`config.mk`:
```
export PLATFORM = sky130hd
export DESIGN_NAME = series_core
export DESIGN_NICKNAME = d
export VERILOG_FILES = /design/src/rtl/taylor_pkg.sv /design/src/rtl/series_core.sv
export SDC_FILE = /design/constraint.sdc
export NUM_CORES = 1
export LEC_CHECK = 0
export BUFFER_PORTS_ARGS = -buffer_cell sky130_fd_sc_hd__clkbuf_2
export CAP_MARGIN = 0
export CORE_MARGIN = 4
export CORE_UTILIZATION = 65
export CTS_CLUSTER_DIAMETER = 60
export DETAILED_ROUTE_END_ITERATION = 6
export PLACE_DENSITY = 0.92
export SETUP_SLACK_MARGIN = 0.15
export SLEW_MARGIN = 20
export SYNTH_ARGS = -nofsm -noshare
export SYNTH_HDL_FRONTEND = slang
export SYNTH_SLANG_ARGS = --single-unit
```
`constraint.sdc`:
```
create_clock -name clk -period 18.7 [get_ports clk]
set_input_delay 0.935 -clock clk [delete_from_list [all_inputs] [get_ports clk]]
set_output_delay 0.935 -clock clk [all_outputs]
set_load 0.005 [all_outputs]
```
`src/rtl/taylor_pkg.sv`:
```
`default_nettype none

package taylor_pkg;

	// ==================================================
	// Widths and counts
	// ==================================================
	localparam int SAMPLE_W = 19;
	localparam int RESULT_W = 28;
	localparam int FRAC_BITS = 15;
	localparam int TAG_W = 8;
	localparam int PROD_W = RESULT_W + SAMPLE_W;

	localparam int NUM_CORES = 4;
	localparam int CORE_IDX_W = $clog2(NUM_CORES);
	localparam int STAGGER_CYCLES = 20;
	localparam int STAGGER_CNT_W = $clog2(STAGGER_CYCLES);

	// ==================================================
	// Series coefficients
	// ==================================================
	localparam int NUM_COEFFS = 6;
	localparam int STEP_W = $clog2(NUM_COEFFS + 1);

	// exp(x) in Q.15, x^5 term first.
	localparam logic signed [RESULT_W-1:0] SERIES_COEFFS [NUM_COEFFS] = '{
		28'sd273,
		28'sd1365,
		28'sd5461,
		28'sd16384,
		28'sd32768,
		28'sd32768
	};

	typedef struct packed {
		logic [TAG_W-1:0] tag;
		logic signed [SAMPLE_W-1:0] value;
	} sample_t;

	typedef struct packed {
		logic [TAG_W-1:0] tag;
		logic signed [RESULT_W-1:0] value;
	} result_t;

endpackage

`default_nettype wire

```
`src/rtl/series_core.sv`:
```
`timescale 1ns/1ps
`default_nettype none

module series_core
	import taylor_pkg::*;
(
	input  logic    clk,
	input  logic    arst_n,
	input  logic    start,
	input  sample_t sample,
	input  logic    take,
	output logic    idle,
	output logic    done,
	output result_t result
);

	logic                       busy;
	logic [STEP_W-1:0]          step;
	sample_t                    sample_q;
	logic signed [RESULT_W-1:0] acc;
	logic signed [PROD_W-1:0]   product;
	logic signed [PROD_W-1:0]   shifted;
	logic signed [RESULT_W-1:0] acc_next;
	logic                       launch;

	assign idle   = !busy && !done;
	assign launch = start && idle;

	// ==================================================
	// Horner step
	// ==================================================
	assign product  = acc * sample_q.value;
	assign shifted  = product >>> FRAC_BITS;
	// Wraps at the result width.
	assign acc_next = shifted[RESULT_W-1:0] + SERIES_COEFFS[step];

	always_ff @(posedge clk or negedge arst_n) begin
		if (!arst_n) begin
			busy <= 1'b0;
			done <= 1'b0;
			step <= '0;
		end else if (launch) begin
			busy <= 1'b1;
			step <= STEP_W'(1);
		end else if (busy) begin
			if (step == STEP_W'(NUM_COEFFS - 1)) begin
				busy <= 1'b0;
				done <= 1'b1;
			end
			step <= step + 1'b1;
		end else if (done && take) begin
			done <= 1'b0;
		end
	end

	// Accumulator seeded with the highest-order coefficient.
	always_ff @(posedge clk) begin
		if (launch) begin
			sample_q <= sample;
			acc      <= SERIES_COEFFS[0];
		end else if (busy) begin
			acc <= acc_next;
		end
	end

	assign result = '{tag: sample_q.tag, value: acc};

endmodule

`default_nettype wire

```
==> impl_metrics.ini <==
[status]
outcome = finished clean

[floorplan]
die_area_sq_um = 34500
die_x_um = 185.7
core_sq_um = 30910
start_util_pct = 66.44
dieHeight_um = 185.7
rows = 64
pin_count = 69

[synthesis]
synth_top_family_by_area = adder cells
synth-simple-area-share_pct = 17.01
ys_ff_latch = 60
synth_compound_area_share_pct = 5.867
synth_flop_cell = dfxtp_1
synth-adder-area-share_pct = 55.61
synth-edff-count = 27
ys_seq_area_share_pct = 7.287
synth_xor_area_share_pct = 3.028
async_flop_share_pct = 8.333
syn_nets = 2854
syn_area_sq_um = 20540
synth.avg_cell_area_sq_um = 9.322
muxShareOfSynthArea_pct = 0.04874
syn-instance-count = 2203
ys_types = 84
ys_warn_count = 0

[sta]
finalCriticalPeriod_ps = 9314
tns_ps = 0
rsz0062_at_grt = false
final_hold_viol_count = 0
max_freq_mhz = 107.4
finalMaxSlewViolations = 0
relSlewSlack_pct = 23.02
worstMarginPinSlew_ps = 1153
skew_ps = 10.92
setup_viol = 0
period_share_pct = 49.81

[cells_and_area]
antenna_cells = 0
drive_gt1_share_pct = 6.362
syn_to_final_growth_pct = 4.119
multi_input_area_sq_um = 16750
mostFrequentLayoutCells = fa_1 (488), inv_1 (464), nand2_1 (334), and2_1 (228), ha_1 (132)
seqCellArea_sq_um = 1498
final_common_cell = fa_1
layout.nets = 2831
fillCellCount = 2149

[worst_setup_path]
reg2reg_depth = 27
rrSetupSlack_ps = 9390
startpoint = sample_q[8]
cpMostUsedCell = fa_1
regToRegStartpoint = sample_q[8]
slowest_stage = edfxtp_1
cp_max_fo = 28
r2r_end = acc[17]
max_stage_delay_ps = 1080
crit_end = acc[17]
cp-end-kind = flip-flop
cp_data_required_time_ps = 18930
critical_path_arrival_ps = 9550
critPathLaunchType = flip-flop
path_class = flip-flop to flip-flop

[drt]
drt_iter0_drc = 1419
firstDrtPassIters = 6
final_antenna_net_count = 0
num_vias = 15570
post-route-drc-count = 0
wl_um = 53850
wl_per_cell_um = 20.86
viasPerCell = 6.033

[hold_path]
hold_path_class = input pin to asynchronous set/reset pin

[grt]
groute.usage.overall_pct = 33.01
overflow = 0
grt_pass1_wl_um = 88840
grt_pass1_vias = 18084
antenna_found_initial = 0
grt_max_degree = 30

[clock_network]
cts_tree = done
root_buffer = clkbuf_16
clk-insertion-delay-late_ps = 350
cts_buffers = 9
path_clk_slew_ps = 60
post_cts_buffers = 0
hold_buffers = 0
post_cts_resize_count = 0
cts_buffer_depth = 2
cts_max_level = 3
clock-sinks = 60

[placement]
place_congestion = 1.013
io_buffers = 68
dpl.hpwl_um = 43040

[run]
cap_violations = 0
==> worst min path at each step <==
stage          startpoint  endpoint
3_5_place_dp      step[0]   step[0]
3_3_place_gp      step[0]   step[0]
4_1_cts            arst_n      done
2_1_floorplan     step[0]   step[0]
6_report           arst_n      done
5_1_grt            arst_n      busy
==> cell type report <==
class                   count  area share [%]
well taps                 396           2.317
flip-flops and latches     60           7.005
repair buffers             99           2.680
multi-input cells        1545           78.34
inverters                 465           8.163
clock inverters             5          0.3570
clock buffers              11           1.135
==> state kept, by name (all words and copies together), names as in the netlist <==
signal and cells:
step 3, result 8, acc 28, busy 1, sample_q 19, done 1
==> stage by stage <==
step	setup WS (ps)	area [sq um]	cells	hold slack (ps)	util, %
2_1_floorplan	10480	20540	2203	501.3	-
3_3_place_gp	9919	21060	2565	518.4	68.14
3_5_place_dp	9599	21060	2565	532.4	68.14
4_1_cts	9572	21380	2581	403.7	69.17
5_1_grt	9078	21380	2581	415.4	69.18
6_report	9386	21380	2581	398.9	69.18
==> cells in the mapped netlist, types with 5 or more instances <==
master | number | area [sq um]
ha_1 | 132 | 1652
edfxtp_1 | 27 | 810.8
buf_2 | 8 | 40.04
a21o_1 | 14 | 105.1
clkbuf_1 | 114 | 427.9
and2_1 | 228 | 1426
nor3_1 | 9 | 45.04
a31oi_1 | 7 | 43.79
fa_1 | 488 | 9769
o21a_1 | 5 | 37.54
nand2_1 | 334 | 1254
nand2b_1 | 10 | 62.56
a21oi_1 | 30 | 150.1
inv_1 | 464 | 1742
o22ai_1 | 8 | 50.05
a211oi_1 | 6 | 45.04
buf_4 | 9 | 67.56
nor2_1 | 26 | 97.59
nand3_1 | 9 | 45.04
xor2_1 | 21 | 183.9
nor2b_1 | 25 | 156.4
dfxtp_1 | 28 | 560.5
dfrtp_1 | 5 | 125.1
o21ai_0 | 32 | 160.2
nand4_1 | 7 | 43.79
o31ai_1 | 6 | 45.04
xnor2_1 | 50 | 437.9
and3_1 | 8 | 50.05
==> critical path, delay by kind of cell (launching register included) <==
kind | cells | cell delay [ps]
buf+inv | 2 | 140
fa+ha+maj | 9 | 4130
flops | 1 | 1080
compound gates | 11 | 2880
xor+xnor | 1 | 170
simple gates | 4 | 780
==> layer usage <==
metal | vias to the layer above | track usage [%] | part of all wire, %
li1 | 6489 | - | -
met4 | 0 | 21.28 | 8.1
met5 | - | 0 | 0
met2 | 948 | 57.37 | 50
met1 | 7797 | 37.79 | 33
met3 | 336 | 5.511 | 8.3
==> kinds of logic after synthesis <==
| logic type | after synthesis |
|---|---|
| xor+xnor | 71 |
| fa+ha+maj | 620 |
| simple gates | 688 |
| compound gates | 165 |
| buf+inv | 598 |
| mux | 1 |
| flops | 60 |
Power is left out: the tool's default activity adds up to more than one toggle a clock period on the data nets, which glitch-free logic cannot reach.
