## config.mk

```make
export PLATFORM = sky130hd
export DESIGN_NAME = result_collector
export DESIGN_NICKNAME = d
export VERILOG_FILES = /design/src/rtl/taylor_pkg.sv /design/src/rtl/result_collector.sv
export SDC_FILE = /design/constraint.sdc
export NUM_CORES = 1
export LEC_CHECK = 0
export BUFFER_PORTS_ARGS = -buffer_cell sky130_fd_sc_hd__buf_2
export CORE_ASPECT_RATIO = 1.1
export CORE_MARGIN = 3
export CORE_UTILIZATION = 43
export CTS_CLUSTER_DIAMETER = 80
export DETAILED_ROUTE_END_ITERATION = 16
export PLACE_DENSITY = 0.84
export SYNTH_ARGS = -nofsm -noshare
export SYNTH_HDL_FRONTEND = slang
export SYNTH_SLANG_ARGS = --single-unit
```

## constraint.sdc

```tcl
create_clock -name clk -period 6.4 [get_ports clk]
set_input_delay 0.96 -clock clk [delete_from_list [all_inputs] [get_ports clk]]
set_output_delay 0.96 -clock clk [all_outputs]
set_load 0.005 [all_outputs]
```

## src/rtl/taylor_pkg.sv

```systemverilog
`default_nettype none

package taylor_pkg;

	// ==================================================
	// Widths and counts
	// ==================================================
	localparam int SAMPLE_W = 19;
	localparam int RESULT_W = 28;
	localparam int FRAC_BITS = 15;
	localparam int TAG_W = 8;
	localparam int PROD_W = RESULT_W + SAMPLE_W;

	localparam int NUM_CORES = 4;
	localparam int CORE_IDX_W = $clog2(NUM_CORES);
	localparam int STAGGER_CYCLES = 20;
	localparam int STAGGER_CNT_W = $clog2(STAGGER_CYCLES);

	// ==================================================
	// Series coefficients
	// ==================================================
	localparam int NUM_COEFFS = 6;
	localparam int STEP_W = $clog2(NUM_COEFFS + 1);

	// exp(x) in Q.15, x^5 term first.
	localparam logic signed [RESULT_W-1:0] SERIES_COEFFS [NUM_COEFFS] = '{
		28'sd273,
		28'sd1365,
		28'sd5461,
		28'sd16384,
		28'sd32768,
		28'sd32768
	};

	typedef struct packed {
		logic [TAG_W-1:0] tag;
		logic signed [SAMPLE_W-1:0] value;
	} sample_t;

	typedef struct packed {
		logic [TAG_W-1:0] tag;
		logic signed [RESULT_W-1:0] value;
	} result_t;

endpackage

`default_nettype wire

```

## src/rtl/result_collector.sv

```systemverilog
`timescale 1ns/1ps
`default_nettype none

module result_collector
	import taylor_pkg::*;
(
	input  logic                 clk,
	input  logic                 arst_n,
	input  logic [NUM_CORES-1:0] done,
	input  result_t              core_results [NUM_CORES],
	output logic [NUM_CORES-1:0] take,
	output logic                 out_req,
	input  logic                 out_ack,
	output result_t              out_result
);

	typedef enum logic [1:0] {
		OUT_IDLE,
		OUT_REQ,
		OUT_RELEASE
	} out_state_t;

	out_state_t           state;
	logic [NUM_CORES-1:0] pick;
	result_t              pick_result;
	logic                 load;

	// Lowest-numbered finished core wins.
	assign pick = done & (~done + 1'b1);

	always_comb begin
		pick_result = core_results[0];
		for (int i = NUM_CORES - 1; i >= 0; i--) begin
			if (done[i])
				pick_result = core_results[i];
		end
	end

	assign load    = (state == OUT_IDLE) && !out_ack && (|done);
	assign out_req = (state == OUT_REQ);

	always_ff @(posedge clk or negedge arst_n) begin
		if (!arst_n) begin
			state <= OUT_IDLE;
			take  <= '0;
		end else begin
			take <= '0;
			case (state)
				OUT_IDLE: begin
					if (load) begin
						take  <= pick;
						state <= OUT_REQ;
					end
				end
				OUT_REQ: if (out_ack) state <= OUT_RELEASE;
				// Wait for the consumer to drop ack.
				OUT_RELEASE: if (!out_ack) state <= OUT_IDLE;
				default: state <= OUT_IDLE;
			endcase
		end
	end

	always_ff @(posedge clk) begin
		if (load)
			out_result <= pick_result;
	end

endmodule

`default_nettype wire

```

==> impl_results.md <==
* Syn Std Cell Area at 2480 µm²
* Tcrit/Tclk final at 44.2%
* Root Buffer: clkbuf_8
* Drt via density at 5.61
* Critical Path RT at 6520 ps
* Synthesized area per cell at 11.0 µm²
* Largest net degree at the start of global routing at 78
* Die width at 78.4 µm
* Fin Clk Skew at 6.64 ps
* Met2 Track Usage GR at 44.3%
* #FFs+latches synth at 42
* Syn_nets at 377
* Clock power share at 30.4%
* Crit path cell chain: buf_2 -> nor2b_2 -> buf_4 -> a221oi_1 -> o21ai_0
* Leading cell types by total area after synthesis: edfxtp_1 (44%), a221oi_1 (12%), a22oi_1 (11%), nor2b_1 (9.6%), dfrtp_1 (6.1%)
* Final min period at 2830 ps
* Leak Pwr at 1.52 nW
* Ys Warns at 0
* Share of layout cells above drive strength 1 at 51.0%
* Sum Neg Setup Slack at 0 ps
* Clock slew at reported path FFs at 80 ps
* Via Count at 2697
* Asr flop ratio synth at 14.3%
* Layout Nets at 556
* Mapped Cells at 226
* Routed WL at 8.01 mm
* DRT iter0 DRCs at 90
* Fin. max-slew vios at 0
* CTS tree: built
* Core area at 5470 µm²
* Most numerous cell in the Yosys netlist: nor2b_1
* Crit Path Class: in -> reg
* CP Max Fanout at 43
* Reg2Reg Depth at 2
* Max Cap Viol at 0
* H-Tree Depth at 2
* Post-cts resize count at 0
* Number of global-route vias before repair at 2721
* I/O Buffers at 191
* Gate power share at 21.2%
* Worst Path Buf+Inv at 2
* Final HPWL DP at 5.94 mm
* Status: completed
* R2R setup slack at 4310 ps
* Clock Path Buffers at 2
* Worst setup EP type: register
* Top cell family by delay on the critical path: simple AND/OR/NAND/NOR gates
* Met3 Track Usage GR at 6.41%
* Global-route wire length before repair at 12.6 mm
* Final setup violation count at 0
* Post-synth top cells: nor2b_1 (38), edfxtp_1 (36), a221oi_1 (35), a22oi_1 (35), o21ai_0 (28)
* Cts hold-fix bufs at 0
* Total Routing Usage GR at 23.7%
* Register area share after synthesis at 49.6%
* Worst setup SP type: input port
* Clock Sinks at 42
* Routed len/inst at 16.6 µm
* Slowest cell on crit path: nor2b_2
* RSZ-0062 raised after global routing: false
* Clock Latency Late Sink at 290 ps
* Slowest cell delay on critical path at 890 ps
* DRC viols at 0
* Worst r2r src: state[1]
* Area of the die at 6720 µm²
* Post-synth cell types at 26
* R2R Path End: out_result[3]
* Switching share of power at 25.2%
* Gr busiest metal: met2
* Cell taking the most area after synthesis: edfxtp_1
* Num rows at 28
* ANT nets after route at 0
* Final core occ at 65.0%
* Total grt overflow at 0
* CP arrival at 2950 ps
* Worst min path class: in -> async
* Post-CTS setup buffers at 0
* GP Congestion at 0.765
* Final Hold Vio Count at 0
* Pin slew with the least headroom to its limit at 1020 ps
* Post-synth EDFFs at 36
* CTS Buf Count at 5
* Top-area cell type share of the netlist area at 43.6%
* Die extent in y at 85.7 µm
* Synth-to-Final Area Change at 43.2%
* DR pass1 iterations at 6
* Initial Util at 45.4%
* # diodes at 0
* Cell Pwr Density at 192 nW/µm²
* Sw power at 0.171 mW
* Worst vdd ir at 100 µV
* Total I/O pin count at 192
* Fmax at 0.353 GHz
* Antenna violations before repair at 0
* Seq pwr share at 48.4%
* M1 GR Usage at 25.8%
* Synth Flop Type: edfxtp_1
* Max-slew headroom at 31.9%
* Int Power at 0.510 mW
==> cell usage in the layout (no fill, tap or decap), types with 2 or more instances in the layout <==
master | netlist | routed
buf_2 | 5 | 191
clkbuf_8 | 0 | 5
dfrtp_1 | 6 | 6
nor2b_1 | 38 | 37
buf_4 | 3 | 4
o21ai_0 | 28 | 28
o21ai_1 | 7 | 7
a21oi_1 | 2 | 2
a221oi_1 | 35 | 35
a22oi_1 | 35 | 35
clkinv_2 | 0 | 2
and2_1 | 2 | 2
edfxtp_1 | 36 | 36
==> kinds of logic after synthesis <==
group                  synth area share, %
DFF                                   49.6
and+or+nand+nor                       13.4
AOI/OAI and AO/OA                     31.4
buffers and inverters                 5.55
==> per-stage QoR <==
step	instances	setup WS [ps]	hold slack [ps]	total power, mW	area [µm²]
final	481	3570	475	0.682	3550
after global routing	481	3420	472	0.715	3550
after CTS	481	3590	474	0.685	3550
after detailed placement	473	3280	497	0.481	3440
after global placement	473	3370	475	0.475	3440
after floorplan	226	3000	452	0.399	2480
==> power groups by stage <==
stage	Clock [mW]	Combinational (mW)	Sequential, mW
global placement	0	0.140	0.335
floorplan	0	0.0607	0.338
CTS	0.210	0.145	0.330
finish	0.207	0.145	0.330
global route	0.223	0.161	0.331
detailed placement	0	0.145	0.336
==> sequential cells by signal, summed over array words and instances, names as in the netlist <==
| signal | count |
|---|---|
| state | 2 |
| out_result | 36 |
| take | 4 |
==> layout make-up <==
class | instances | area (µm²)
Sequential cell | 42 | 1230
Clock buffer | 5 | 68.8
Timing Repair Buffer | 195 | 986
Multi-Input combinational cell | 160 | 1130
Fill cell | 473 | 1910
Tap cell | 75 | 93.8
Clock inverter | 3 | 40.0
Inverter | 1 | 3.75
==> worst max-delay path by stage <==
stage,startpoint,slack [ps],end,cells after the start
floorplan,done[1],3000,out_result[0],4
global placement,done[1],3370,out_result[3],3
detailed placement,done[1],3280,out_result[3],5
CTS,done[1],3590,out_result[3],5
global route,done[1],3420,out_result[26],5
finish,done[1],3570,out_result[3],5
==> worst reg2reg max path: stages, from the launching register on <==
cell and delay [ps]:
dfrtp_1 420, or3_1 470, nor2_4 830
==> routing by layer <==
metal	vias to the layer above	share of wire (%)
li1	1277	-
met4	0	2.1
met3	17	10
met5	-	0
met1	1239	35
met2	164	52
Power figures use the tool's default switching activity.
