[config.mk]
export PLATFORM = sky130hd
export DESIGN_NAME = sample_intake
export DESIGN_NICKNAME = d
export VERILOG_FILES = /design/src/rtl/taylor_pkg.sv /design/src/rtl/sample_intake.sv
export SDC_FILE = /design/constraint.sdc
export NUM_CORES = 1
export LEC_CHECK = 0
export ABC_AREA = 1
export BUFFER_PORTS_ARGS = -buffer_cell sky130_fd_sc_hd__buf_2
export CAP_MARGIN = 20
export CORE_MARGIN = 2
export CORE_UTILIZATION = 40
export DETAILED_ROUTE_END_ITERATION = 10
export GPL_ROUTABILITY_DRIVEN = 0
export PLACE_DENSITY = 0.81
export SYNTH_ARGS = -nofsm -noshare
export SYNTH_HDL_FRONTEND = slang
export SYNTH_SLANG_ARGS = --single-unit
[constraint.sdc]
create_clock -name clk -period 6 [get_ports clk]
set_clock_uncertainty 0.2 [all_clocks]
set_input_delay 1.2 -clock clk [delete_from_list [all_inputs] [get_ports clk]]
set_output_delay 1.2 -clock clk [all_outputs]
set_load 0.05 [all_outputs]
[src/rtl/taylor_pkg.sv]
`default_nettype none

package taylor_pkg;

	// ==================================================
	// Widths and counts
	// ==================================================
	localparam int SAMPLE_W = 19;
	localparam int RESULT_W = 28;
	localparam int FRAC_BITS = 15;
	localparam int TAG_W = 8;
	localparam int PROD_W = RESULT_W + SAMPLE_W;

	localparam int NUM_CORES = 4;
	localparam int CORE_IDX_W = $clog2(NUM_CORES);
	localparam int STAGGER_CYCLES = 20;
	localparam int STAGGER_CNT_W = $clog2(STAGGER_CYCLES);

	// ==================================================
	// Series coefficients
	// ==================================================
	localparam int NUM_COEFFS = 6;
	localparam int STEP_W = $clog2(NUM_COEFFS + 1);

	// exp(x) in Q.15, x^5 term first.
	localparam logic signed [RESULT_W-1:0] SERIES_COEFFS [NUM_COEFFS] = '{
		28'sd273,
		28'sd1365,
		28'sd5461,
		28'sd16384,
		28'sd32768,
		28'sd32768
	};

	typedef struct packed {
		logic [TAG_W-1:0] tag;
		logic signed [SAMPLE_W-1:0] value;
	} sample_t;

	typedef struct packed {
		logic [TAG_W-1:0] tag;
		logic signed [RESULT_W-1:0] value;
	} result_t;

endpackage

`default_nettype wire

[src/rtl/sample_intake.sv]
`timescale 1ns/1ps
`default_nettype none

module sample_intake
	import taylor_pkg::*;
(
	input  logic                 clk,
	input  logic                 arst_n,
	input  logic                 in_req,
	input  sample_t              in_sample,
	output logic                 in_ack,
	input  logic [NUM_CORES-1:0] core_enable,
	input  logic [NUM_CORES-1:0] idle,
	output logic [NUM_CORES-1:0] start,
	output sample_t              dispatch_sample
);

	typedef enum logic [1:0] {
		IN_IDLE,
		IN_DISPATCH,
		IN_ACK
	} in_state_t;

	in_state_t            state;
	logic [NUM_CORES-1:0] free;
	logic [NUM_CORES-1:0] pick;
	logic                 accept;

	// Lowest-numbered enabled and idle core.
	assign free   = core_enable & idle;
	assign pick   = free & (~free + 1'b1);
	assign accept = (state == IN_IDLE) && in_req && (|free);

	assign in_ack = (state == IN_ACK);

	always_ff @(posedge clk or negedge arst_n) begin
		if (!arst_n) begin
			state <= IN_IDLE;
			start <= '0;
		end else begin
			start <= '0;
			case (state)
				IN_IDLE: begin
					if (accept) begin
						start <= pick;
						state <= IN_DISPATCH;
					end
				end
				IN_DISPATCH: state <= IN_ACK;
				// Hold ack until the producer releases req.
				IN_ACK: if (!in_req) state <= IN_IDLE;
				default: state <= IN_IDLE;
			endcase
		end
	end

	always_ff @(posedge clk) begin
		if (accept)
			dispatch_sample <= in_sample;
	end

endmodule

`default_nettype wire

==> impl_metrics.toml, run 1 <==
[place]
port_buffers = 69
dp_hpwl_mm = 1.72

[sta]
post-route-period-util = 0.425
fmax_ghz = 0.393
hold_viol = 0
setup_viol = 0
tns_ns = 0
tightest_slew_ns = 0.713
rsz0062_at_grt = "false"
drv_slew = 0
slew_headroom = 0.524
fin_crit_ns = 2.55

[cts]
clk_pin_slew_ns = 0.10
cts_setup_buffers = 0
cts_resized = 0
tritoncts = "built"
clock_sinks = 33
clock_latency_ns = 0.31
cts_buffers = 5
cts-root-buf = "clkbuf_4"
htreeDepth = 2
hold_buffers = 0
ctsLongestPathBuffers = 2

[global_routing]
grt_antenna_before_repair = 0
overflow = 0
grt_usage = 0.151
grt_max_degree = 15
grt_pass1_wl_mm = 3.42
grt_pass1_vias = 745

[yosys]
ys_ff_latch = 33
yosys_warnings = 0
syn-cell-area_mm2 = 0.00107
syn_nets = 96
synth_cells = 58
ys_seq_area_frac = 0.899
syn_area_per_cell_um2 = 18.4
ys_types = 10

[route]
drt-initial-drc-count = 18
drt-pass1-iter-count = 4
avgRoutedWirePerCell_um = 12.6
vias = 736
ant_nets = 0
wirelength_mm = 2.10
drc = 0
via_per_inst = 4.43

[cells_and_area]
drive_above_1_share = 0.603
multi_input_area_um2 = 95.1
final_core_util = 0.608
n_fill_cell = 190
layout_commonest_cell = "buf_2"
final_cell_mix = "69 x buf_2, 27 x edfxtp_1, 8 x nor2_1, 7 x nand2_1, 6 x dfrtp_1"
syn2layout_area_growth_pct = 42.3
final_nets = 173
antenna_cells = 0
regArea_um2 = 961

[critical_path]
crit_chain = "inv_1, nor2_1, buf_2"
startpoint_type = "flip-flop"
cp.required_ns = 4.60
crit_path_max_fanout = 4
cpPeakStageDelay_ns = 0.44
critical_path_class = "reg2out"
path_buf_inv = 2
end_kind = "primary output"
crit_arrival_ns = 1.15
cp_slowest_cell = "dfrtp_1"
cpLargestDelayFamily = "flip-flops"

[floorplanning]
die_area_mm2 = 0.00310
rows = 18
start_util = 0.427
io_pins = 70
die_y_um = 55.7
die_x_um = 55.7
core_area_mm2 = 0.00250

[hold_path]
hold_class = "reg2reg"

[power_and_ir_drop]
power_density_mw_per_mm2 = 386
cellLeakagePower_nw = 0.707
vdd_ir_drop_max_mv = 0.221

[run_status]
status = "finished clean"

[flow_run]
max_cap_viol_count = 0
-- sequential cells by signal, summed over array words and instances (netlist names) --
name,flops
state,2
dispatch_sample,27
start,4
-- power by group --
group	leakage, nW	total, W	switching [W]	internal [W]
registers	0.331	0.000299	0.0000124	0.000287
logic	0.344	0.000177	0.000138	0.0000386
clock network	0.0320	0.000111	0.0000665	0.0000446
-- cells by family (layout without fill, tap and decap cells) --
logic type / count (synthesis) / after routing / synth area share
buffers and inverters: 4 / 82 / 0.0141
AND/OR/NAND/NOR: 20 / 20 / 0.0820
AO/OA/AOI/OAI: 1 / 1 / 0.00468
flip-flops: 33 / 33 / 0.899
-- path summary, 6_finish.rpt --
kind	start	cells past startpoint	to	slack (ns)
max in group asynchronous	arst_n	1	start[2]	4.98
min in group asynchronous	arst_n	1	state[1]	0.48
min	state[1]	1	state[1]	0.36
min reg2reg	state[1]	1	state[1]	0.36
max reg2reg	state[0]	6	dispatch_sample[7]	4.03
max	state[1]	3	in_ack	3.45
-- Yosys cell counts, drive strengths merged --
cell type  count  area, um2
edfxtp        27        811
inv            4       15.0
a21oi          1       5.00
nand3          2       10.0
nor2          10       45.0
nand2          8       32.5
dfrtp          6        150
-- worst register-to-register path, stage by stage (launching register included) --
cell and delay, ns:
dfrtp_1 0.41, inv_2 0.06, nand2_2 0.06, nor2_4 0.09
inv_2 0.06, nor2_2 0.57, buf_8 0.24
-- routing by layer --
| layer | routed length (um) | vias to the layer above | track usage |
|---|---|---|---|
| li1 | - | 355 | - |
| met3 | 272 | 5 | 0.0698 |
| met1 | 796 | 324 | 0.167 |
| met4 | 37 | 0 | 0.0836 |
| met5 | 0 | - | 0 |
| met2 | 989 | 52 | 0.240 |
-- area by class of cell --
type,instances,area share
clock inverter,2,0.00658
sequential,33,0.632
clock buffer,6,0.0272
tap,30,0.0247
multi-input combinational,21,0.0626
timing repair buffer,70,0.237
inverter,4,0.00988
-- per-stage QoR --
| step | cell area (um2) | setup WS (ns) | hold slack, ns | instances | power [W] |
|---|---|---|---|---|---|
| 2_1_floorplan | 1070 | 2.83 | 0.318 | 58 | 0.000433 |
| 5_1_grt | 1520 | 3.37 | 0.406 | 166 | 0.000617 |
| 3_3_place_gp | 1450 | 2.97 | 0.335 | 157 | 0.000474 |
| 4_1_cts | 1520 | 3.44 | 0.365 | 166 | 0.000595 |
| 6_report | 1520 | 3.45 | 0.364 | 166 | 0.000587 |
| 3_5_place_dp | 1470 | 3.14 | 0.349 | 158 | 0.000484 |
(Power assumes the default switching activity.)
==> run 2: changes to the inputs <==
--- a/config.mk
+++ b/config.mk
@@ -9,10 +9,10 @@
 export BUFFER_PORTS_ARGS = -buffer_cell sky130_fd_sc_hd__buf_2
 export CAP_MARGIN = 20
 export CORE_MARGIN = 2
-export CORE_UTILIZATION = 40
+export CORE_UTILIZATION = 36
 export DETAILED_ROUTE_END_ITERATION = 10
 export GPL_ROUTABILITY_DRIVEN = 0
-export PLACE_DENSITY = 0.81
+export PLACE_DENSITY = 0.77
 export SYNTH_ARGS = -nofsm -noshare
 export SYNTH_HDL_FRONTEND = slang
 export SYNTH_SLANG_ARGS = --single-unit
==> constraint.sdc (replaced) <==
create_clock -name clk -period 2.2 [get_ports clk]
set_clock_uncertainty 0.2 [all_clocks]
set_input_delay 0.44 -clock clk [delete_from_list [all_inputs] [get_ports clk]]
set_output_delay 0.44 -clock clk [all_outputs]
set_load 0.05 [all_outputs]
==> impl_metrics.toml, run 2 (synthesis results as in run 1) <==
[cells_and_area]
drive_above_1_share = 0.596
layout_commonest_cell = "buf_2"
n_fill_cell = 254
reg.largest.list = "dispatch_sample x27, start x4, state x2"
syn2layout_area_growth_pct = 44.1
final_cell_mix = "69 x buf_2, 27 x edfxtp_1, 8 x nor2_1, 7 x nand2_1, 6 x dfrtp_1"
regMostFlops = "dispatch_sample"
final_nets = 174
largest_reg_flops = 27
final_cells = 167
antenna_cells = 0

[cts]
cts_buffers = 5
clk_pin_slew_ns = 0.09
clock_latency_ns = 0.32
cts_resized = 0
cts-root-buf = "clkbuf_4"
cts_setup_buffers = 0
ctsLongestPathBuffers = 2
tritoncts = "built"
htreeDepth = 2
clock_sinks = 33

[hold_path]
hold_class = "in2reg"
holdPathStages = 1

[critical_path]
crit_path_max_fanout = 4
crit_arrival_ns = 1.18
endpoint = "in_ack"
critical_path_class = "reg2out"
startpoint_type = "flip-flop"
rr_startpoint = "state[0]"
end_kind = "primary output"
r2r_end = "dispatch_sample[4]"
ff2ff_setup_slack_ns = 0.65
cp-startpoint = "state[1]"
cp.required_ns = 1.56
r2r_cells = 6

[route]
vias = 749
ant_nets = 0
drt-initial-drc-count = 7
wirelength_mm = 2.09
via_per_inst = 4.49
drc = 0
avgRoutedWirePerCell_um = 12.5
drt-pass1-iter-count = 2

[place]
placedCellCount = 159
dp_hpwl_mm = 1.67
port_buffers = 69

[sta]
tightest_slew_ns = 0.268
fin_crit_ns = 1.82
drv_slew = 0
post-route-period-util = 0.829
hold_viol = 0
tns_ns = 0
setup_viol = 0
slew_headroom = 0.823
whs_ns = 0.0851
fmax_ghz = 0.548
rsz0062_at_grt = "false"

[global_routing]
grt_pass1_vias = 785
grt_usage = 0.132
grt_pass1_wl_mm = 3.13
grt_util_met1 = 0.123
met3_usage = 0.0879
overflow = 0
met2_usage = 0.223
grt-busiest-layer = "met2"
grt_max_degree = 28
grt_antenna_before_repair = 0

[power_and_ir_drop]
cellLeakagePower_nw = 0.712
vdd_ir_drop_max_mv = 0.666
power_density_mw_per_mm2 = 1060

[floorplanning]
rows = 19
core_area_mm2 = 0.00278
die_y_um = 58.5
io_pins = 70
die_x_um = 58.5
die_area_mm2 = 0.00342
start_util = 0.384

[flow_run]
max_cap_viol_count = 0

[run_status]
status = "finished clean"
==> run 2: layer usage <==
metal  routed length [um]  vias to the layer above
li1                     -                      358
met1                  756                      337
met2                 1020                       48
met3                  275                        6
met4                   40                        0
met5                    0                        -
==> run 2: worst min path at each step <==
stage | start | to | slack (ns)
floorplan | arst_n | start[0] | -0.06
global placement | arst_n | state[1] | 0.06
detailed placement | arst_n | state[0] | 0.07
CTS | in_sample[25] | dispatch_sample[25] | 0.07
global route | in_sample[7] | dispatch_sample[7] | 0.06
finish | in_sample[25] | dispatch_sample[25] | 0.09
==> run 2: metrics by stage <==
| stage | area (um2) | power, W | utilization | worst slack [ns] |
|---|---|---|---|---|
| 2_1_floorplan | 1070 | 0.00118 | - | 0.236 |
| 3_3_place_gp | 1480 | 0.00131 | 0.530 | 0.626 |
| 3_5_place_dp | 1480 | 0.00133 | 0.530 | 0.572 |
| 4_1_cts | 1540 | 0.00166 | 0.554 | 0.350 |
| 5_1_grt | 1540 | 0.00172 | 0.554 | 0.270 |
| 6_report | 1540 | 0.00163 | 0.554 | 0.375 |
==> run 2: worst max-delay path: stages (launching register included) <==
cell and delay (ns):
dfrtp_1 0.44, inv_1 0.06, nor2_1 0.09, buf_2 0.27
==> run 2: what timing repair did <==
action                                  in CTS  in global routing
endpoints found under the setup margin       0                  0
endpoints found under the hold margin        6                  0
hold buffers                                 1                  0
==> run 2: final cells by class <==
| cell class | count | area, um2 | area share |
|---|---|---|---|
| multi-input combinational | 21 | 95.1 | 0.0617 |
| sequential | 33 | 961 | 0.624 |
| clock buffer | 7 | 55.1 | 0.0357 |
| timing repair buffer | 71 | 375 | 0.244 |
| inverter | 4 | 15.0 | 0.00975 |
| tap | 31 | 38.8 | 0.0252 |
==> run 2: power breakdown <==
group | leakage [nW] | total [W] | internal (W) | switching [W]
clock network | 0.0314 | 0.000328 | 0.000151 | 0.000177
registers | 0.331 | 0.000814 | 0.000781 | 0.0000322
logic | 0.350 | 0.000493 | 0.000111 | 0.000382
total | 0.712 | 0.00163 | 0.00104 | 0.000591
