## src/rtl/taylor_pkg.sv

```systemverilog
`default_nettype none

package taylor_pkg;

	// ==================================================
	// Widths and counts
	// ==================================================
	localparam int SAMPLE_W = 19;
	localparam int RESULT_W = 28;
	localparam int FRAC_BITS = 15;
	localparam int TAG_W = 8;
	localparam int PROD_W = RESULT_W + SAMPLE_W;

	localparam int NUM_CORES = 4;
	localparam int CORE_IDX_W = $clog2(NUM_CORES);
	localparam int STAGGER_CYCLES = 20;
	localparam int STAGGER_CNT_W = $clog2(STAGGER_CYCLES);

	// ==================================================
	// Series coefficients
	// ==================================================
	localparam int NUM_COEFFS = 6;
	localparam int STEP_W = $clog2(NUM_COEFFS + 1);

	// exp(x) in Q.15, x^5 term first.
	localparam logic signed [RESULT_W-1:0] SERIES_COEFFS [NUM_COEFFS] = '{
		28'sd273,
		28'sd1365,
		28'sd5461,
		28'sd16384,
		28'sd32768,
		28'sd32768
	};

	typedef struct packed {
		logic [TAG_W-1:0] tag;
		logic signed [SAMPLE_W-1:0] value;
	} sample_t;

	typedef struct packed {
		logic [TAG_W-1:0] tag;
		logic signed [RESULT_W-1:0] value;
	} result_t;

endpackage

`default_nettype wire

```

## src/rtl/core_start_sequencer.sv

```systemverilog
`timescale 1ns/1ps
`default_nettype none

module core_start_sequencer
	import taylor_pkg::*;
(
	input  logic                 clk,
	input  logic                 arst_n,
	output logic [NUM_CORES-1:0] core_enable
);

	logic [STAGGER_CNT_W-1:0] cycle_cnt;
	logic [CORE_IDX_W-1:0]    release_idx;

	// One core released per interval, counting frozen once all are up.
	always_ff @(posedge clk or negedge arst_n) begin
		if (!arst_n) begin
			cycle_cnt   <= '0;
			release_idx <= '0;
			core_enable <= '0;
		end else if (!(&core_enable)) begin
			if (cycle_cnt == STAGGER_CNT_W'(STAGGER_CYCLES - 1)) begin
				cycle_cnt                <= '0;
				core_enable[release_idx] <= 1'b1;
				release_idx              <= release_idx + 1'b1;
			end else begin
				cycle_cnt <= cycle_cnt + 1'b1;
			end
		end
	end

endmodule

`default_nettype wire

```

## config.mk

```make
export PLATFORM = sky130hd
export DESIGN_NAME = core_start_sequencer
export DESIGN_NICKNAME = d
export VERILOG_FILES = /design/src/rtl/taylor_pkg.sv /design/src/rtl/core_start_sequencer.sv
export SDC_FILE = /design/constraint.sdc
export NUM_CORES = 1
export LEC_CHECK = 0
export BUFFER_PORTS_ARGS = -buffer_cell sky130_fd_sc_hd__buf_2
export CORE_AREA = 2 2 39 41
export CTS_BUF_LIST = sky130_fd_sc_hd__clkbuf_8
export CTS_CLUSTER_SIZE = 25
export DETAILED_ROUTE_END_ITERATION = 8
export DIE_AREA = 0 0 41 43
export SKIP_CTS_REPAIR_TIMING = 1
export SYNTH_ARGS = -nofsm -noshare
export SYNTH_HDL_FRONTEND = slang
export SYNTH_SLANG_ARGS = --single-unit
```

## constraint.sdc

```tcl
create_clock -name clk -period 3.7 [get_ports clk]
set_clock_uncertainty 0.1 [all_clocks]
set_input_delay 0.37 -clock clk [delete_from_list [all_inputs] [get_ports clk]]
set_output_delay 0.37 -clock clk [all_outputs]
set_load 0.01 [all_outputs]
```

==> results of run 1 <==
==> stage by stage <==
stage	area, um^2	instances
final	649	71
after global routing	649	71
after CTS	639	70
after detailed placement	594	66
after global placement	594	66
after floorplan	549	45
==> path summary, 6_finish.rpt <==
path | depth (start not counted) | endpoint | slack, ns | startpoint
worst max-delay path | 5 | release_idx[1] | 2.11 | cycle_cnt[0]
worst min-delay path | 2 | cycle_cnt[1] | 0.41 | cycle_cnt[1]
worst max register to register | 5 | release_idx[1] | 2.11 | cycle_cnt[0]
worst min register to register | 2 | cycle_cnt[1] | 0.41 | cycle_cnt[1]
max in group asynchronous | 2 | cycle_cnt[1] | 2.86 | arst_n
min in group asynchronous | 2 | cycle_cnt[4] | 0.44 | arst_n
==> worst reg2reg max path, stage by stage, from the launching register on <==
cell and delay (ns):
sky130_fd_sc_hd__dfrtp_1 0.38, sky130_fd_sc_hd__ha_1 0.22, sky130_fd_sc_hd__nor4bb_1 0.21, sky130_fd_sc_hd__buf_4 0.20
sky130_fd_sc_hd__nand2_4 0.07, sky130_fd_sc_hd__mux2_4 0.29
==> layout by cell type, fill, tap and decap left out, types with 2 or more instances in the layout <==
| master | netlist | layout |
|---|---|---|
| sky130_fd_sc_hd__inv_1 | 3 | 4 |
| sky130_fd_sc_hd__a21o_2 | 3 | 3 |
| sky130_fd_sc_hd__nand2_1 | 4 | 4 |
| sky130_fd_sc_hd__ha_1 | 5 | 5 |
| sky130_fd_sc_hd__a21o_1 | 2 | 2 |
| sky130_fd_sc_hd__buf_2 | 0 | 5 |
| sky130_fd_sc_hd__dfrtp_1 | 11 | 11 |
| sky130_fd_sc_hd__clkbuf_8 | 0 | 3 |
| sky130_fd_sc_hd__xnor2_1 | 2 | 2 |
==> metal layers <==
layer,up-vias,share of wire (%)
li1,175,-
met5,-,0
met2,6,47
met1,184,49
met3,0,3.4
met4,0,0
==> cells in the mapped netlist (all sizes together) (2+ instances only) <==
cell   count  area (um^2)
a21o       5         41.3
dfrtp     11          275
ha         5         62.6
inv        3         11.3
mux2       2         26.3
nand2      5         26.3
nand4      2         18.8
xnor2      2         17.5
==> registers in the layout (all words and copies together), names as in the netlist <==
register	cells
core_enable	4
cycle_cnt	5
release_idx	2
==> power by group <==
group / switching, mW / leakage (nW) / internal (mW)
registers: 0 / 0.129 / 0.121
logic: 0.00231 / 0.195 / 0.00108
clock network: 0.0416 / 0.0269 / 0.0725
total: 0.0440 / 0.351 / 0.194
==> final cells by class <==
cell class                      count  share of cell area, %
Clock buffer                        3                   6.36
Multi-Input combinational cell     30                   39.3
Clock inverter                      1                  0.578
Inverter                            3                   1.73
Tap cell                           16                   3.08
Sequential cell                    11                   42.4
Timing Repair Buffer                7                   6.55
==> cell families (layout without fill, tap and decap cells) <==
kind of cell	count (synthesis)	after routing	synth area share [%]
AND/OR/NAND/NOR	14	14	16.6
flip-flops	11	11	50.1
AO/OA/AOI/OAI	7	7	10.5
adder cells (fa/ha/maj)	5	5	11.4
buffers and inverters	4	14	3.42
XOR/XNOR	2	2	3.19
multiplexers	2	2	4.78
==> parameters.txt, run 1 <==
Parameter                              Value

Status
  Outcome ... finished, final reports clean

Clock network
  Clock root buffer ... sky130_fd_sc_hd__clkbuf_8
  Clock insertion delay at the later pin of the skew report ... 0.23 ns
  Maximum clock insertion buffer count ... 2
  Number of clock sinks ... 11
  TritonCTS clock tree ... built
  Count of H-tree levels built during CTS ... 1
  CTS Buf Count ... 3
  Clock transition at the registers of the reported paths ... ~0.05 ns

Die
  Starting density of the core ... 39.7%
  Core Area ... ~1400 um^2
  Floorplan row count ... 14
  Area of the die ... 1760 um^2
  Die extent in x ... 41 um
  Die height ... 43 um
  Count of pins on the block boundary ... 6

Finish
  Layout-stage area growth over the synthesis result ... 18.2%
  Fraction of layout cells with a size suffix above 1 ... slightly above 30%
  Number of nets in the layout ... 63
  Sequential cell area ... 275 um^2
  End-of-flow core utilization ... 46.9%
  Filler instances ... 147
  Ant. Diodes ... 0
  Area of combinational cells with multiple inputs ... 255 um^2

Flow run
  Number of max-cap violations ... 0

Power
  Ratio of total power to cell area ... 367 nW/um^2
  Standby leakage power ... 0.351 nW
  Worst vdd ir ... 0.179 mV
  Overall power consumption ... between 200 and 250 uW

Worst setup path
  Worst path buffer plus inverter count ... 1
  Type of destination of the critical path ... flip-flop
  Critical path cell sequence ... ha_1, nor4bb_1, buf_4, nand2_4, mux2_4
  Slowest stage cell on the critical path ... sky130_fd_sc_hd__dfrtp_1
  Signal arrival time at the worst endpoint ... 1.61 ns
  Required time at the worst-slack endpoint ... 3.72 ns
  Worst-path fanout max ... 7
  Launching element type of the critical path ... flip-flop
  Slowest stage delay, CP ... 0.38 ns
  Cell class contributing the biggest share of worst-path delay ... flip-flops
  Startpoint-to-endpoint class of the critical path ... reg2reg

Timing
  Post-layout min period ... 1.59 ns
  Final Hold Violating Endpoints ... 0
  Final TNS setup ... 0 ns
  Worst Tran Pin Value ... between 0.2 and 0.25 ns
  Share of the cycle needed by the critical path after routing ... 43.0%
  Worst-case headroom to the max-slew limit ... 83.8%
  Max Freq ... 628 MHz
  Hold Slack ... 0.409 ns
  Final setup margin ... 2.11 ns
  Setup repair after global routing missed its margin ... no
  Slew Viols, Final ... 0
  Total of endpoints with negative setup slack in the final report ... 0

Yosys
  Proportion of register bits with asynchronous set or reset after synthesis ... between 90% and 100%
  Predominant post-synthesis flop cell ... sky130_fd_sc_hd__dfrtp_1
  Avg Cell Area, Syn ... ~12 um^2
  Count of distinct cell types in the synthesized netlist ... 22
  Post-Syn Nets ... between 50 and 60
  EDFF count, synth ... 0
  Count of state elements after synthesis ... 11
  Register area share after synthesis ... 50.1%
  Number of warnings printed during yosys synthesis ... 0
  Syn Inst Count ... 45
  Summed instance area of the synthesized netlist ... 549 um^2

Placement
  Post-DP HPWL ... 652 um
  Final weighted congestion in routability-driven placement ... between 0.6 and 0.7
  Worst slack, placed ... about 2.1 ns
  Number of I/O port buffers ... 5

Detailed routing
  Wire length reported by the detailed router ... ~900 um
  Vias post-DR ... 365
  DRC marker count from the first detailed-route iteration ... 4
  DRC errors left ... 0
  Final ANT Viol Nets ... 0
  Drt via density ... 5.14
  WL/cell ... 12.4 um
  Drt pass-1 iters ... 2

Global route
  Leftover overflow at the end of global routing ... 0
  Number of antenna violations at the first check in global routing ... 0
  Met1 Resource Use GR ... ~16%
  Vias in the first global route ... 374
  Total GRT Usage ... 14.2%
  Busiest layer in global routing ... met2
  Maximum number of pins on one net before global-route repair ... 12
  Met2 layer usage reported by global route ... 20.0%
  Global-route wire length before repair ... 1590 um
  Met3 layer usage reported by global route ... 7.85%

Hold path
  Hold Crit Class ... reg2reg
No activity file was read; power rests on OpenSTA's default activity.
==> run 2, diff against run 1 <==
clock period = 1.7 ns   (was 3.7 ns; I/O delays follow)
==> parameters.txt, run 2 (synthesis gave the netlist of run 1 again) <==
Parameter                              Value

Worst setup path
  Critical path cell sequence ... ha_2, nor4bb_2, buf_4, nand2_4, mux2_4
  Type of destination of the critical path ... flip-flop
  Slowest stage delay, CP ... ~0.39 ns
  Launching element type of the critical path ... flip-flop
  Startpoint-to-endpoint class of the critical path ... reg2reg
  Worst-path fanout max ... 7
  Slowest stage cell on the critical path ... sky130_fd_sc_hd__dfrtp_1
  Signal arrival time at the worst endpoint ... approximately 1.6 ns
  Required time at the worst-slack endpoint ... 1.71 ns

Global route
  Total GRT Usage ... 12.8%
  Vias in the first global route ... 328
  Number of antenna violations at the first check in global routing ... 0
  Maximum number of pins on one net before global-route repair ... 12
  Global-route wire length before repair ... between 1000 and 1500 um
  Leftover overflow at the end of global routing ... 0

Die
  Starting density of the core ... 39.7%
  Floorplan row count ... 14
  Die height ... 43 um
  Core Area ... between 1000 and 1500 um^2
  Die extent in x ... roughly 41 um
  Count of pins on the block boundary ... 6
  Area of the die ... 1760 um^2

Clock network
  CTS Buf Count ... 3
  Clock transition at the registers of the reported paths ... 0.05 ns
  Maximum clock insertion buffer count ... 2
  Clock root buffer ... sky130_fd_sc_hd__clkbuf_8
  Count of H-tree levels built during CTS ... 1
  Clock insertion delay at the later pin of the skew report ... 0.23 ns
  Number of clock sinks ... 11
  TritonCTS clock tree ... built

Detailed routing
  Drt pass-1 iters ... 4
  Drt via density ... 4.97
  Total met3 wirelength after detailed routing ... roughly 43 um
  WL/cell ... 12.5 um
  Wire length reported by the detailed router ... 887 um
  Detailed-route wire length on metal 1 ... ~410 um
  Max Used Layer ... met3
  DRC errors left ... 0
  Length of routed met2 wiring ... 437 um
  DRC marker count from the first detailed-route iteration ... 5
  Vias post-DR ... 353
  Final ANT Viol Nets ... 0

Timing
  Hold Slack ... 0.240 ns
  Setup repair after global routing missed its margin ... no
  Worst Tran Pin Value ... between 0.2 and 0.3 ns
  Share of the cycle needed by the critical path after routing ... 93.9%
  Final TNS setup ... 0 ns
  Final setup margin ... 0.104 ns
  Final Hold Violating Endpoints ... 0
  Worst-case headroom to the max-slew limit ... 82.7%
  Max Freq ... 627 MHz
  Slew Viols, Final ... 0
  Total of endpoints with negative setup slack in the final report ... 0
  Post-layout min period ... 1.60 ns

Finish
  Fin cells ... 71
  Max FFs per register ... 5
  Biggest regs ... cycle_cnt x5, core_enable x4, release_idx x2
  Ant. Diodes ... 0
  Register containing the most flip-flops in the final layout ... cycle_cnt
  Layout-stage area growth over the synthesis result ... 19.8%
  Filler instances ... 138
  Post-route design area ... 658 um^2
  Number of nets in the layout ... 63
  Fraction of layout cells with a size suffix above 1 ... 34.5%
  Commonest cells after routing, fill and taps aside ... sky130_fd_sc_hd__dfrtp_1, sky130_fd_sc_hd__buf_2, sky130_fd_sc_hd__inv_1, sky130_fd_sc_hd__nand2_1, sky130_fd_sc_hd__ha_1
  Most common cell after layout, fill and taps aside ... sky130_fd_sc_hd__dfrtp_1

Status
  Outcome ... finished, final reports clean

Power
  Share of total power consumed by net switching ... 18.7%
  Gate power share ... about 1.5%
  Total internal power ... 423 uW
  Standby leakage power ... 0.350 nW
  Fraction of power consumed by the clock network ... 48.1%
  Sequential share of power ... between 50% and 60%
  Worst vdd ir ... approximately 0.32 mV
  Ratio of total power to cell area ... 790 nW/um^2
  Net switching power ... 97.1 uW

Hold path
  Hold Crit Class ... in2async

Placement
  Area after DPL ... between 500 and 600 um^2
  Post-DP HPWL ... 639 um
  Number of I/O port buffers ... 5
  Worst slack, placed ... 0.0960 ns
  Final weighted congestion in routability-driven placement ... about 0.63
  Inst Count DP ... 66

Flow run
  Number of max-cap violations ... 0
==> run 2: cell count changes in the layout (fill, tap and decap cells not counted) <==
cell	previous run	this run
sky130_fd_sc_hd__nor4bb_2	0	1
sky130_fd_sc_hd__ha_1	5	4
sky130_fd_sc_hd__nor4bb_1	1	0
sky130_fd_sc_hd__ha_2	0	1
==> run 2: worst max-delay path, delay by kind of cell, from the launching register on <==
family	cells	cell delay (ns)
flip-flops	1	0.39
multiplexers	1	0.29
AND/OR/NAND/NOR	2	0.27
adder cells (fa/ha/maj)	1	0.22
buffers and inverters	1	0.20
==> run 2: final cells by class <==
cell class                 count  area [um^2]  area share, %
sequential                    11          275           41.8
tap                           16         20.0           3.04
clock buffer                   3         41.3           6.27
multi-input combinational     30          264           40.1
clock inverter                 1         3.75          0.570
inverter                       3         11.3           1.71
timing repair buffer           7         42.5           6.46
==> run 2: path summary, 6_finish.rpt <==
check	startpoint	to	slack, ns	depth (start not counted)
setup reg to reg	cycle_cnt[0]	release_idx[1]	0.10	5
max in group asynchronous	arst_n	core_enable[3]	1.05	2
hold / removal	arst_n	cycle_cnt[3]	0.24	2
min in group clk	cycle_cnt[1]	cycle_cnt[1]	0.40	2
setup / recovery	cycle_cnt[0]	release_idx[1]	0.10	5
hold reg to reg	cycle_cnt[1]	cycle_cnt[1]	0.40	2
==> run 2: stage by stage <==
step	utilization, %	total power, mW
global route	47.6	0.545
finish	47.6	0.520
floorplan	-	0.267
detailed placement	42.9	0.273
CTS	46.2	0.527
global placement	42.9	0.273
==> run 2: power groups by stage <==
| stage | combinational [mW] | sequential (mW) | clock (mW) |
|---|---|---|---|
| final | 0.00766 | 0.262 | 0.250 |
| after global routing | 0.00909 | 0.262 | 0.274 |
| after CTS | 0.00638 | 0.262 | 0.258 |
| after detailed placement | 0.00637 | 0.267 | 0 |
| after global placement | 0.00622 | 0.267 | 0 |
| after floorplan | 0.000000171 | 0.267 | 0 |
==> run 2: layer usage <==
metal	vias to the layer above	global-route usage, %
met5	-	0
met4	0	4.00
met3	0	6.28
met2	8	18.1
met1	170	16.7
li1	175	-
==> run 3, diff against run 2 <==
CTS_BUF_LIST = sky130_fd_sc_hd__clkbuf_4 sky130_fd_sc_hd__clkbuf_8   (was sky130_fd_sc_hd__clkbuf_8)
REMOVE_ABC_BUFFERS = 1   (was default)
==> parameters.txt, run 3 (synthesis gave the netlist of run 1 again) <==
Parameter                              Value

Worst setup path
  Reg2Reg Launch Point ... cycle_cnt[0]
  Worst-path fanout max ... 7
  Signal arrival time at the worst endpoint ... 1.65 ns
  Startpoint-to-endpoint class of the critical path ... reg2reg
  Required time at the worst-slack endpoint ... 1.75 ns
  Launching element of the worst setup path ... cycle_cnt[0]
  Launching element type of the critical path ... flip-flop
  Type of destination of the critical path ... flip-flop

Global route
  Total GRT Usage ... between 10% and 20%
  Maximum number of pins on one net before global-route repair ... 12
  Vias in the first global route ... between 300 and 400
  Number of antenna violations at the first check in global routing ... 0
  Leftover overflow at the end of global routing ... 0
  Global-route wire length before repair ... around 1400 um

Power
  Standby leakage power ... 0.342 nW
  Net switching power ... 92.1 uW
  Gate power share ... roughly 1.6%
  Total internal power ... 370 uW
  Sequential share of power ... between 50% and 60%
  Fraction of power consumed by the clock network ... 41.8%
  Ratio of total power to cell area ... 722 nW/um^2
  Worst vdd ir ... 0.316 mV
  Share of total power consumed by net switching ... roughly 20%

Finish
  Fin cells ... 71
  Register containing the most flip-flops in the final layout ... cycle_cnt
  Ant. Diodes ... 0
  Max FFs per register ... 5
  Fraction of layout cells with a size suffix above 1 ... 34.5%
  Biggest regs ... cycle_cnt x5, core_enable x4, release_idx x2
  Most common cell after layout, fill and taps aside ... sky130_fd_sc_hd__dfrtp_1
  Number of nets in the layout ... 63
  Commonest cells after routing, fill and taps aside ... sky130_fd_sc_hd__dfrtp_1, sky130_fd_sc_hd__ha_1, sky130_fd_sc_hd__buf_2, sky130_fd_sc_hd__nand2_1, sky130_fd_sc_hd__clkbuf_4
  Layout-stage area growth over the synthesis result ... 16.6%

Die
  Core Area ... 1380 um^2
  Starting density of the core ... 39.7%
  Area of the die ... 1760 um^2
  Die extent in x ... 41 um
  Count of pins on the block boundary ... 6
  Floorplan row count ... 14
  Die height ... 43 um

Detailed routing
  Vias post-DR ... 359
  WL/cell ... ~12 um
  Final ANT Viol Nets ... 0
  Drt pass-1 iters ... 4
  DRC errors left ... 0
  Drt via density ... 5.06
  Wire length reported by the detailed router ... 859 um
  DRC marker count from the first detailed-route iteration ... 2

Clock network
  Count of H-tree levels built during CTS ... 1
  Number of clock sinks ... 11
  Clock transition at the registers of the reported paths ... 0.07 ns
  CTS Buf Count ... 3
  TritonCTS clock tree ... built
  Clock root buffer ... sky130_fd_sc_hd__clkbuf_4
  Maximum clock insertion buffer count ... 2
  Clock insertion delay at the later pin of the skew report ... 0.26 ns

Hold path
  Hold Crit Class ... in2async

Timing
  Worst-case headroom to the max-slew limit ... 82.9%
  Setup repair after global routing missed its margin ... no
  Post-layout min period ... between 1.5 and 2 ns
  Max Freq ... 624 MHz
  Share of the cycle needed by the critical path after routing ... 94.3%
  Hold Slack ... about 0.2 ns
  Final Hold Violating Endpoints ... 0
  Slew Viols, Final ... 0
  Total of endpoints with negative setup slack in the final report ... 0
  Worst Tran Pin Value ... between 0.2 and 0.3 ns

Placement
  Inst Count DP ... 66
  Post-DP HPWL ... 641 um
  Final weighted congestion in routability-driven placement ... 0.648
  Number of I/O port buffers ... 5

Flow run
  Number of max-cap violations ... 0

Status
  Outcome ... finished, final reports clean
## run 3: cell count changes in the layout (fill, tap and decap cells not counted)
cell / previous run / this run
sky130_fd_sc_hd__clkbuf_4: 0 / 4
sky130_fd_sc_hd__clkbuf_8: 3 / 0
sky130_fd_sc_hd__ha_1: 4 / 5
sky130_fd_sc_hd__ha_2: 1 / 0
sky130_fd_sc_hd__inv_1: 4 / 3
## run 3: cell type report
class,instances,area [um^2]
Multi-Input combinational cell,30,262
Fill cell,128,743
Timing Repair Buffer,7,42.5
Tap cell,16,20.0
Clock buffer,4,30.0
Inverter,3,11.3
Sequential cell,11,275
## run 3: power groups by stage
stage	clock network (mW)	registers (mW)	logic, mW
finish	0.193	0.261	0.00759
global route	0.213	0.261	0.00932
CTS	0.201	0.261	0.00643
detailed placement	0	0.267	0.00642
global placement	0	0.267	0.00639
floorplan	0	0.267	0.000000166
## run 3: final timing paths
| path | end | slack [ns] | depth (start not counted) |
|---|---|---|---|
| max | release_idx[1] | 0.1 | 5 |
| min | cycle_cnt[4] | 0.20 | 2 |
| max reg2reg | release_idx[1] | 0.1 | 5 |
| min reg2reg | cycle_cnt[1] | 0.40 | 2 |
| max in group asynchronous | core_enable[1] | 1.10 | 2 |
| min in group clk | cycle_cnt[1] | 0.40 | 2 |
## run 3: metrics by stage
| stage | TNS [ns] | cell area, um^2 | util, % | power [mW] | setup WS, ns |
|---|---|---|---|---|---|
| 2_1_floorplan | -0.845 | 542 | - | 0.267 | -0.266 |
| 3_3_place_gp | 0 | 594 | 42.9 | 0.273 | 0.0843 |
| 3_5_place_dp | 0 | 594 | 42.9 | 0.273 | 0.0928 |
| 4_1_cts | 0 | 624 | 45.1 | 0.468 | 0.0735 |
| 5_1_grt | 0 | 641 | 46.3 | 0.484 | 0.00107 |
| 6_report | 0 | 641 | 46.3 | 0.462 | 0.0964 |
## run 3: routing by layer
layer	global-route usage, %	up-vias	routed length (um)
met5	0	-	0
met4	4.00	0	0
met3	3.66	0	34
met2	17.5	5	401
met1	15.9	176	423
li1	-	178	-
## run 3: critical path: stages (launching register included)
cell,delay [ns]
sky130_fd_sc_hd__dfrtp_1,0.39
sky130_fd_sc_hd__ha_1,0.23
sky130_fd_sc_hd__nor4bb_2,0.22
sky130_fd_sc_hd__buf_4,0.20
sky130_fd_sc_hd__nand2_4,0.06
sky130_fd_sc_hd__mux2_4,0.29
